--- src/common/rename_defs.svh ---
`ifndef RENAME_DEFS_SVH
`define RENAME_DEFS_SVH

// architectural and physical register file sizes
`define AREG_NUM 32
`define PREG_NUM 48

// pregs left over after the identity mapping, all start on the free list
`define FREE_NUM (`PREG_NUM - `AREG_NUM)

// in-flight window
`define ROB_SIZE 32

// index widths
`define AREG_W 5 // log2(AREG_NUM)
`define PREG_W 6 // covers 0..47
`define ROB_W 5 // log2(ROB_SIZE)
`define FREE_W 4 // log2(FREE_NUM)

`endif

--- src/common/rename_pkg.sv ---
`default_nettype none

`include "rename_defs.svh"

package rename_pkg;

    typedef logic [`AREG_W-1:0] areg_t; // x0..x31
    typedef logic [`PREG_W-1:0] preg_t; // p0..p47
    typedef logic [`ROB_W-1:0] rob_idx_t;

    // one instruction from dispatch
    typedef struct packed {
        logic  valid;
        areg_t rs1;
        areg_t rs2;
        areg_t rd;
        logic  rd_valid; // instruction writes rd
    } dispatch_req_t;

    // renamed operands, same cycle as the request
    typedef struct packed {
        preg_t    rs1_preg;
        logic     rs1_ready;
        preg_t    rs2_preg;
        logic     rs2_ready;
        preg_t    rd_preg;  // zero when no destination
        preg_t    old_preg; // previous mapping of rd
        rob_idx_t rob_idx;
    } rename_resp_t;

    // completion broadcast
    typedef struct packed {
        logic     valid;
        preg_t    preg;
        rob_idx_t rob_idx;
    } cdb_t;

    // head of rob leaving the window
    typedef struct packed {
        logic  valid;
        logic  rd_valid;
        areg_t areg;
        preg_t preg;
        preg_t old_preg; // goes back to the free list
    } retire_t;

    typedef enum logic [1:0] {rob_free, rob_wait, rob_done} rob_state_e;

endpackage

`default_nettype wire

--- src/rename/free_list.sv ---
`timescale 1ns/1ps
`default_nettype none

`include "rename_defs.svh"

module free_list import rename_pkg::*; (
    input  logic  clock,
    input  logic  rst,
    input  logic  alloc,        // pop head
    output preg_t head_preg,
    output logic  empty,
    input  logic  release_en,   // push at tail, from retirement
    input  preg_t release_preg
);

    preg_t             fifo [`FREE_NUM];
    logic [`FREE_W-1:0] head; // wraps at FREE_NUM
    logic [`FREE_W-1:0] tail;
    logic [`FREE_W:0]   count; // 0..FREE_NUM

    assign head_preg = fifo[head];
    assign empty     = (count == '0);

    always_ff @(posedge clock) begin
        if (rst) begin
            // p32..p47 in order
            for (int i = 0; i < `FREE_NUM; i++) begin
                fifo[i] <= preg_t'(`AREG_NUM + i);
            end
            head  <= '0;
            tail  <= '0; // full, so tail meets head
            count <= (`FREE_W+1)'(`FREE_NUM);
        end else begin
            if (release_en) begin
                fifo[tail] <= release_preg;
                tail       <= tail + 1'b1;
            end
            if (alloc) begin
                head <= head + 1'b1;
            end
            case ({alloc, release_en})
                2'b10:   count <= count - 1'b1;
                2'b01:   count <= count + 1'b1;
                default: ; // both or neither
            endcase
        end
    end

    // top only allocates with a free entry available
    a_no_alloc_empty: assert property (@(posedge clock) disable iff (rst)
        alloc |-> !empty)
        else $error("free_list: alloc while empty");

    // a full list means no destination is outstanding, nothing can retire one
    a_no_release_full: assert property (@(posedge clock) disable iff (rst)
        release_en |-> (count != (`FREE_W+1)'(`FREE_NUM)))
        else $error("free_list: release of p%0d while full", release_preg);

endmodule

`default_nettype wire

--- src/rename/map_table.sv ---
`timescale 1ns/1ps
`default_nettype none

`include "rename_defs.svh"

module map_table import rename_pkg::*; (
    input  logic  clock,
    input  logic  rst,
    input  areg_t rs1,
    input  areg_t rs2,
    input  areg_t rd,
    input  logic  write,     // remap rd this edge
    input  preg_t new_preg,  // free list head
    input  cdb_t  cdb,
    output preg_t rs1_preg,
    output preg_t rs2_preg,
    output preg_t old_preg,
    output logic  rs1_ready,
    output logic  rs2_ready
);

    preg_t                map [`AREG_NUM]; // speculative areg -> preg
    logic [`PREG_NUM-1:0] ready;           // one bit per preg

    // lookups see the table before this cycle's write
    assign rs1_preg = map[rs1];
    assign rs2_preg = map[rs2];
    assign old_preg = map[rd];

    // bypass a completion landing this same cycle
    assign rs1_ready = ready[rs1_preg] | (cdb.valid && (cdb.preg == rs1_preg));
    assign rs2_ready = ready[rs2_preg] | (cdb.valid && (cdb.preg == rs2_preg));

    always_ff @(posedge clock) begin
        if (rst) begin
            for (int i = 0; i < `AREG_NUM; i++) begin
                map[i] <= preg_t'(i); // identity
            end
            ready <= '1; // everything committed at reset
        end else begin
            if (write) begin
                map[rd]         <= new_preg;
                ready[new_preg] <= 1'b0; // new producer in flight
            end
            // new_preg comes off the free list so it never collides with cdb.preg
            if (cdb.valid) begin
                ready[cdb.preg] <= 1'b1;
            end
        end
    end

    // x0 stays hardwired to p0
    a_no_x0_write: assert property (@(posedge clock) disable iff (rst)
        write |-> (rd != '0))
        else $error("map_table: write to x0, new_preg %0d", new_preg);

    // a preg handed out by the free list has already been written back
    // before it was released
    a_alloc_ready: assert property (@(posedge clock) disable iff (rst)
        write |-> ready[new_preg])
        else $error("map_table: allocated preg %0d still pending", new_preg);

endmodule

`default_nettype wire

--- src/rename/retire_map.sv ---
`timescale 1ns/1ps
`default_nettype none

`include "rename_defs.svh"

module retire_map import rename_pkg::*; (
    input  logic                   clock,
    input  logic                   rst,
    input  retire_t                retire,
    output preg_t [`AREG_NUM-1:0] committed_map
);

    always_ff @(posedge clock) begin
        if (rst) begin
            for (int i = 0; i < `AREG_NUM; i++) begin
                committed_map[i] <= preg_t'(i); // identity
            end
        end else if (retire.valid && retire.rd_valid) begin
            committed_map[retire.areg] <= retire.preg;
        end
    end

    // in-order retirement means the previous writer of areg has already
    // committed, so the speculative old mapping matches the committed one
    a_old_matches: assert property (@(posedge clock) disable iff (rst)
        (retire.valid && retire.rd_valid)
            |-> (committed_map[retire.areg] == retire.old_preg))
        else $error("retire_map: x%0d committed p%0d, rob old_preg p%0d",
                    retire.areg, committed_map[retire.areg], retire.old_preg);

endmodule

`default_nettype wire

--- src/rob/reorder_buffer.sv ---
`timescale 1ns/1ps
`default_nettype none

`include "rename_defs.svh"

module reorder_buffer import rename_pkg::*; (
    input  logic     clock,
    input  logic     rst,
    input  logic     push,          // accepted dispatch
    input  logic     push_rd_valid,
    input  areg_t    push_areg,
    input  preg_t    push_preg,
    input  preg_t    push_old_preg,
    output rob_idx_t tail,          // slot the next push lands in
    output logic     full,
    input  cdb_t     cdb,
    output retire_t  retire
);

    // entry state, reset to free
    rob_state_e state [`ROB_SIZE];

    // payload, written on push only
    logic [`ROB_SIZE-1:0] dest_q;
    areg_t                areg_q     [`ROB_SIZE];
    preg_t                preg_q     [`ROB_SIZE];
    preg_t                old_preg_q [`ROB_SIZE];

    rob_idx_t       head;  // oldest entry
    logic [`ROB_W:0] count; // 0..ROB_SIZE
    logic           pop;

    assign full = (count == (`ROB_W+1)'(`ROB_SIZE));

    // head slot goes free after pop, so an empty rob never shows done here
    assign pop = (state[head] == rob_done);

    always_comb begin
        retire.valid    = pop;
        retire.rd_valid = dest_q[head];
        retire.areg     = areg_q[head];
        retire.preg     = preg_q[head];
        retire.old_preg = old_preg_q[head];
    end

    always_ff @(posedge clock) begin
        if (rst) begin
            for (int i = 0; i < `ROB_SIZE; i++) begin
                state[i] <= rob_free;
            end
            head  <= '0;
            tail  <= '0;
            count <= '0;
        end else begin
            // push never hits the head slot, top holds off when full
            if (push) begin
                state[tail] <= rob_wait;
                tail        <= tail + 1'b1; // wraps at ROB_SIZE
            end
            if (cdb.valid) begin
                state[cdb.rob_idx] <= rob_done;
            end
            // head is already done so no completion targets it this cycle
            if (pop) begin
                state[head] <= rob_free;
                head        <= head + 1'b1;
            end
            case ({push, pop})
                2'b10:   count <= count + 1'b1;
                2'b01:   count <= count - 1'b1;
                default: ;
            endcase
        end
    end

    always_ff @(posedge clock) begin
        if (push) begin
            dest_q[tail]     <= push_rd_valid;
            areg_q[tail]     <= push_areg;
            preg_q[tail]     <= push_preg;     // zero without destination
            old_preg_q[tail] <= push_old_preg;
        end
    end

    // completions must come from something dispatched and not yet retired
    a_cdb_live: assert property (@(posedge clock) disable iff (rst)
        cdb.valid |-> (state[cdb.rob_idx] != rob_free))
        else $error("reorder_buffer: completion to free slot %0d, preg p%0d",
                    cdb.rob_idx, cdb.preg);

endmodule

`default_nettype wire

--- src/rtl/rename_core.sv ---
`timescale 1ns/1ps
`default_nettype none

`include "rename_defs.svh"

module rename_core import rename_pkg::*; (
    input  logic                   clock,
    input  logic                   rst,
    input  dispatch_req_t          dispatch,
    output logic                   dispatch_ready,
    output rename_resp_t           rename,
    input  cdb_t                   cdb,
    output retire_t                retire,
    output preg_t [`AREG_NUM-1:0] committed_map
);

    logic     has_dest;   // rd_valid and rd not x0
    logic     fire;       // dispatch accepted this edge
    logic     fire_dest;  // accepted and allocates
    logic     retire_dest;
    logic     rob_full;
    logic     fl_empty;
    preg_t    fl_head;
    preg_t    rs1_preg;
    preg_t    rs2_preg;
    preg_t    old_preg;
    logic     rs1_ready;
    logic     rs2_ready;
    rob_idx_t rob_tail;

    assign has_dest = dispatch.rd_valid && (dispatch.rd != '0);

    // only back-pressure point, blocks never recheck
    assign dispatch_ready = !rob_full && (!fl_empty || !has_dest);
    assign fire           = dispatch.valid && dispatch_ready;
    assign fire_dest      = fire && has_dest;
    assign retire_dest    = retire.valid && retire.rd_valid;

    always_comb begin
        rename.rs1_preg  = rs1_preg;
        rename.rs1_ready = rs1_ready;
        rename.rs2_preg  = rs2_preg;
        rename.rs2_ready = rs2_ready;
        rename.rd_preg   = has_dest ? fl_head : '0;  // zero when nothing allocated
        rename.old_preg  = has_dest ? old_preg : '0;
        rename.rob_idx   = rob_tail;
    end

    map_table map_table_ins (
        .clock     (clock),
        .rst       (rst),
        .rs1       (dispatch.rs1),
        .rs2       (dispatch.rs2),
        .rd        (dispatch.rd),
        .write     (fire_dest),
        .new_preg  (fl_head),
        .cdb       (cdb),
        .rs1_preg  (rs1_preg),
        .rs2_preg  (rs2_preg),
        .old_preg  (old_preg),
        .rs1_ready (rs1_ready),
        .rs2_ready (rs2_ready)
    );

    free_list free_list_ins (
        .clock        (clock),
        .rst          (rst),
        .alloc        (fire_dest),
        .head_preg    (fl_head),
        .empty        (fl_empty),
        .release_en   (retire_dest),     // old mapping is dead once committed
        .release_preg (retire.old_preg)
    );

    reorder_buffer reorder_buffer_ins (
        .clock         (clock),
        .rst           (rst),
        .push          (fire),
        .push_rd_valid (has_dest),
        .push_areg     (dispatch.rd),
        .push_preg     (rename.rd_preg),
        .push_old_preg (rename.old_preg),
        .tail          (rob_tail),
        .full          (rob_full),
        .cdb           (cdb),
        .retire        (retire)
    );

    retire_map retire_map_ins (
        .clock         (clock),
        .rst           (rst),
        .retire        (retire),
        .committed_map (committed_map)
    );

endmodule

`default_nettype wire

--- config.mk ---
export PLATFORM = sky130hd
export DESIGN_NAME = rename_core
export DESIGN_NICKNAME = d
export VERILOG_FILES = /design/src/common/rename_pkg.sv /design/src/rename/free_list.sv /design/src/rename/map_table.sv /design/src/rename/retire_map.sv /design/src/rob/reorder_buffer.sv /design/src/rtl/rename_core.sv
export VERILOG_INCLUDE_DIRS = /design/src /design/src/common
export SDC_FILE = /design/constraint.sdc
export NUM_CORES = 2
export LEC_CHECK = 0
export BUFFER_PORTS_ARGS = -buffer_cell sky130_fd_sc_hd__buf_2
export CAP_MARGIN = 10
export CORE_AREA = 2 2 289 291
export CTS_CLUSTER_DIAMETER = 80
export DETAILED_ROUTE_END_ITERATION = 8
export DIE_AREA = 0 0 291 293
export PLACE_DENSITY = 0.79
export SLEW_MARGIN = 20
export SYNTH_ARGS = -nofsm -noshare
export SYNTH_HDL_FRONTEND = slang
export SYNTH_SLANG_ARGS = --single-unit
--- constraint.sdc ---
create_clock -name clock -period 12.3 [get_ports clock]
set_input_delay 1.845 -clock clock [delete_from_list [all_inputs] [get_ports clock]]
set_output_delay 1.845 -clock clock [all_outputs]
set_load 0.05 [all_outputs]
Word-level counts from Yosys, hierarchy flattened --
Memory sizes are Yosys's and may differ from the RTL's. A register that Yosys moved wholly into a read port is not among the register bits. Index checks and enable logic that the tools add are counted.
Storage, ports and cells: memory bits (writable) 896, register bits 301, logic and storage cells 168, output and inout bits 243, bits of input ports 31, memories kept 6
Cells by class: magnitude comparators 11, reduce and logical (&&, ||, !) cells 24, mux-type cells 66, bitwise gates (word level) 5, eq/ne operators 8, add/subtract/negate cells 8
Memories:
- map_table_ins.map | words 32, bits a word 6, rd ports 3, clocked after memory_dff 0, write ports 32, line map_table.sv:22 | preg_t map [`AREG_NUM];
- reorder_buffer_ins.old_preg_q | words 32, bits a word 6, rd ports 1, clocked after memory_dff 1, write ports 1, line reorder_buffer.sv:27 | preg_t old_preg_q [`ROB_SIZE];
- reorder_buffer_ins.preg_q | words 32, bits a word 6, rd ports 1, clocked after memory_dff 1, write ports 1, line reorder_buffer.sv:26 | preg_t preg_q [`ROB_SIZE];
- reorder_buffer_ins.areg_q | words 32, bits a word 5, rd ports 1, clocked after memory_dff 1, write ports 1, line reorder_buffer.sv:25 | areg_t areg_q [`ROB_SIZE];
- free_list_ins.fifo | words 16, bits a word 6, rd ports 1, clocked after memory_dff 1, write ports 16, line free_list.sv:16 | preg_t fifo [`FREE_NUM];
- reorder_buffer_ins.state | words 32, bits a word 2, rd ports 1, clocked after memory_dff 1, write ports 32, line reorder_buffer.sv:21 | rob_state_e state [`ROB_SIZE];
Operators with widths (number):
- bitwise mux 192 bit | 1
- two-way mux 48 bit | 3
- two-way mux 5 bit | 12
- bitwise AND 48 bit | 1
- NOT 48 bit | 1
- OR 48 bit | 1
- bitwise mux 32 bit | 1
- demux 6 bit (select 5 bit) | 1
- two-way mux 6 bit | 5
- two-way mux 1 bit | 29
- < comparator 6 x 7 -> 1 bit (second input constant) | 4
- < comparator 5 x 6 -> 1 bit (second input constant) | 3
- adder 5 x 1 -> 5 bit (second input constant) | 3
- binary-select mux 1 bit (select 6 bit) | 2
- demux 1 bit (select 6 bit) | 2
- equality test 6 bit | 2
- >= comparator 6 x 1 -> 1 bit (second input constant) | 2
- two-way mux 4 bit | 3
- one-hot mux 6 bit (2 select lines) | 1
- OR reduction 6 bit | 2
- logical AND 1 bit | 11
- >= comparator 5 x 1 -> 1 bit (second input constant) | 2
- one-hot mux 5 bit (2 select lines) | 1
- adder 4 x 1 -> 4 bit (second input constant) | 2
- other kinds (16) | 27

Depth between registers and ports, before layout --
depth in word-level cells 12, depth in mapped cells 18, gate-level depth less buffers 16

Cells and area by module --
Synthesis repeated with hierarchy kept, for this count alone.
Unflattened totals: cell total of the unflattened synthesis 3667, area, all modules 54463.5 µm²
By module, submodules not included:
- reorder_buffer | area each 26228.9 µm², seq. area each 18998.2 µm², cells an instance 1380, times used 1
- map_table | area each 15325.9 µm², seq. area each 6726.5 µm², cells an instance 1175, times used 1
- retire_map | area each 7378.3 µm², seq. area each 3843.7 µm², cells an instance 685, times used 1
- free_list | area each 5288.8 µm², seq. area each 3223.1 µm², cells an instance 385, times used 1
- rename_core | area each 241.5 µm², seq. area each 0.0 µm², cells an instance 42, times used 1

Worst setup path before layout --
No wires, ideal clock.
kind input to output, start point input dispatch[11] in the netlist's numbering, end point output rename[24] in the netlist's numbering, arrival time 5119 ps, stages on the path 11, path buffers 4, slack 5336 ps, path through clkbuf_1 > buf_2 > buf_1 > mux4_2 > mux4_2 > mux2i_1 > inv_1 > a211o_1 > nand4_1 > o211ai_1 > buf_4
RTL lines:
- from (decl) | line rename_core.sv:9 | input dispatch_req_t dispatch,
- to (decl) | line rename_core.sv:11 | output rename_resp_t rename,

==> results_dict.tcl <==
set metrics [dict create \
    globalRouteOverflowTotal 0 \
    worstPathRequired_ns 10.45 \
    cpLargestDelayFamily "compound AO/OA/AOI/OAI gates" \
    p_leak_nw 19.2 \
    crit_top_cell "buf_2" \
    cts_hold_buf 0 \
    grt_pass1_vias 33700 \
    drive_above_1_share_pct 26.0 \
    yosysUniqueCellTypes 66 \
    clock_skew_ns 0.0372 \
    die_h_um 293 \
    yosysMostFrequentCell "edfxtp_1" \
    gp_congestion 0.991 \
    slew_headroom_pct 22.1 \
    criticalPathCategory "in2out" \
    setup_violations 0 \
    peakVddDrop_uv 130 \
    grt_max_degree 81 \
    detail-route-antenna-nets 0 \
    antenna_found_initial 4 \
    clockBufferDepth 3 \
    cts_root_buf "clkbuf_16" \
    clock.fmax_mhz 136 \
    cts_buffers 116 \
    worst-path-buf-inv 3 \
    wl_per_cell_um 29.8 \
    synth_area_sq_um 52900 \
    status "complete, no violations" \
    synth-seq-cells 1206 \
    dr.pass1.iters 6 \
    tightest_slew_ns 1.16 \
    initial_utilization_pct 64.7 \
    dieWidth_um 291 \
    cts_resized 0 \
    synthCells 3654 \
    drt-total-wl_mm 150 \
    cp-end-kind "output pin" \
    fin_area_sq_um 59500 \
    yosysTopAreaCellShare_pct 49.0 \
    cpPeakStageDelay_ns 0.81 \
    yosysSeqAreaShare_pct 61.9 \
    grt_use_total_pct 35.2 \
    postLayoutCoreUtil_pct 72.7 \
    slew_violations 0 \
    crit_slowest_cell "buf_2" \
    period_needed_ns 7.35 \
    rsz0062_at_grt "no" \
    start_kind "primary input" \
    dp.final_hpwl_mm 95.0 \
    drc 0 \
    drt_iter0_drc 4518 \
    clock-sinks 1206 \
    numPortBuffers 273 \
    yosys.area.top_type "edfxtp_1" \
    powerDensity_nw_per_um2 146 \
    cap_violations 0 \
    tns_ns 0 \
    coreArea_sq_um 81800 \
    routed_via_density 6.83 \
    die_area_sq_um 85300 \
    finalCritPeriodShare_pct 59.8 \
    synth.area.top_cells "edfxtp_1 49%, mux4_2 15%, dfxtp_1 13%, mux2i_1 5.4%, nor2_1 3.5%" \
    cts_setup_buffers 0 \
    async_flop_share_pct 0 \
    io_pins 274 \
    syn2layout_area_growth_pct 12.3 \
    hold_viol_final 0 \
    grt_pass1_wl_mm 220 \
    cts_max_level 3 \
    multi_input_area_sq_um 19200 \
    crit_arrival_ns 5.51 \
    path_cells "buf_2, nor2_1, a22o_1, a2111oi_0, a211oi_4, buf_4, mux2i_1, a22oi_1, a211o_1, nand4_1, o211ai_1, buf_2" \
    synth_edf_count 864 \
    ys_warn_count 0 \
    ff_latch_area_sq_um 32800 \
    nFillCells 5076 \
    worstPathMaxFanout 44 \
    hp-class "reg2reg" \
    clk_latency_ns 0.71 \
    synth.avg_cell_area_sq_um 14.5 \
    place_area_sq_um 55500 \
    rows 105 \
    clkTransAtPathRegs_ns 0.07 \
    vias 34500 \
    ys_top_cells_by_count "864 x edfxtp_1, 487 x nor2_1, 384 x nand2_1" \
    synthFlopType "edfxtp_1" \
    nNetsFinal 3932 \
    cts_tree "yes" \
]
## metrics by stage
step / std cells / worst slack, ns / power, mW / hold WS, ns
final: 5053 / 4.95 / 8.71 / 0.468
after global routing: 5053 / 4.79 / 8.90 / 0.484
after CTS: 5051 / 4.78 / 8.71 / 0.468
after detailed placement: 4831 / 4.78 / 5.15 / 0.450
after global placement: 4831 / 4.77 / 5.13 / 0.448
after floorplan: 3659 / 5.34 / 4.93 / 0.440
## power by group
group / switching [mW] / internal, mW
Clock: 1.55 / 2.08
Sequential: 0.0356 / 4.40
Combinational: 0.451 / 0.188
## worst min-delay path, stage by stage (launching register included)
cell and delay (ns):
dfxtp_1 0.32, mux2i_1 0.06, nand2_1 0.05
## cells by family (layout without fill, tap and decap cells)
group	Yosys count	in the layout	synth area share [%]
adder cells (fa/ha/maj)	21	21	0.510
other	1	7	0.00708
flip-flops	1206	1206	61.9
buffers and inverters	305	628	2.36
XOR/XNOR	32	32	0.529
AND/OR/NAND/NOR	1155	1155	9.92
multiplexers	668	668	21.0
AO/OA/AOI/OAI	266	266	3.75
## path summary, 6_finish.rpt
path | startpoint | to | cells after the start | slack, ns
setup reg to reg | flip-flop | reorder_buffer_ins.count[4] | 14 | 6.91
hold / removal | retire_map_ins.committed_map[118] | retire_map_ins.committed_map[118] | 2 | 0.47
hold reg to reg | retire_map_ins.committed_map[118] | retire_map_ins.committed_map[118] | 2 | 0.47
setup / recovery | dispatch[12] | rename[24] | 12 | 4.95
## state kept, by name, indices dropped and copies added (netlist names), named ones only
name                           flops
free_list_ins.tail                 4
reorder_buffer_ins.preg_q        192
free_list_ins.head                 4
retire_map_ins.committed_map     192
reorder_buffer_ins.old_preg_q    192
reorder_buffer_ins.areg_q        160
map_table_ins.ready               48
reorder_buffer_ins.dest_q         32
reorder_buffer_ins.tail            5
reorder_buffer_ins.state          64
reorder_buffer_ins.head            5
map_table_ins.map                192
free_list_ins.count                5
reorder_buffer_ins.count           6
free_list_ins.fifo                96
## area by class of cell
| class | instances | area share, % |
|---|---|---|
| diodes | 1 | 0.00421 |
| clock buffers | 150 | 5.27 |
| clock inverters | 70 | 1.27 |
| inverters | 48 | 0.307 |
| multi-input cells | 2148 | 32.3 |
| flip-flops and latches | 1206 | 55.1 |
| well taps | 1070 | 2.25 |
| repair buffers | 360 | 3.46 |
## layout by cell type, fill, tap and decap left out, drive strengths merged, types with 13 or more instances in the layout
master	count
a2111oi	26
a21oi	51
a221o	46
a22oi	38
and2	22
buf	359
bufinv	13
clkbuf	151
clkinv	46
dfxtp	342
edfxtp	864
ha	20
inv	49
mux2	29
mux2i	288
mux4	351
nand2	384
nand2b	16
nand3	43
nand3b	13
nand4	13
nor2	519
nor3	27
nor3b	50
o21ai	27
or3	16
xor2	20
## layer usage
metal / GRT usage (%) / vias to the layer above / part of all wire, %
li1: - / 14300 / -
met1: 46.3 / 17200 / 35
met2: 56.2 / 2509 / 48
met3: 7.52 / 499 / 11
met4: 17.7 / 6 / 5.6
met5: 0 / - / 0.023
(Power assumes the default switching activity.)
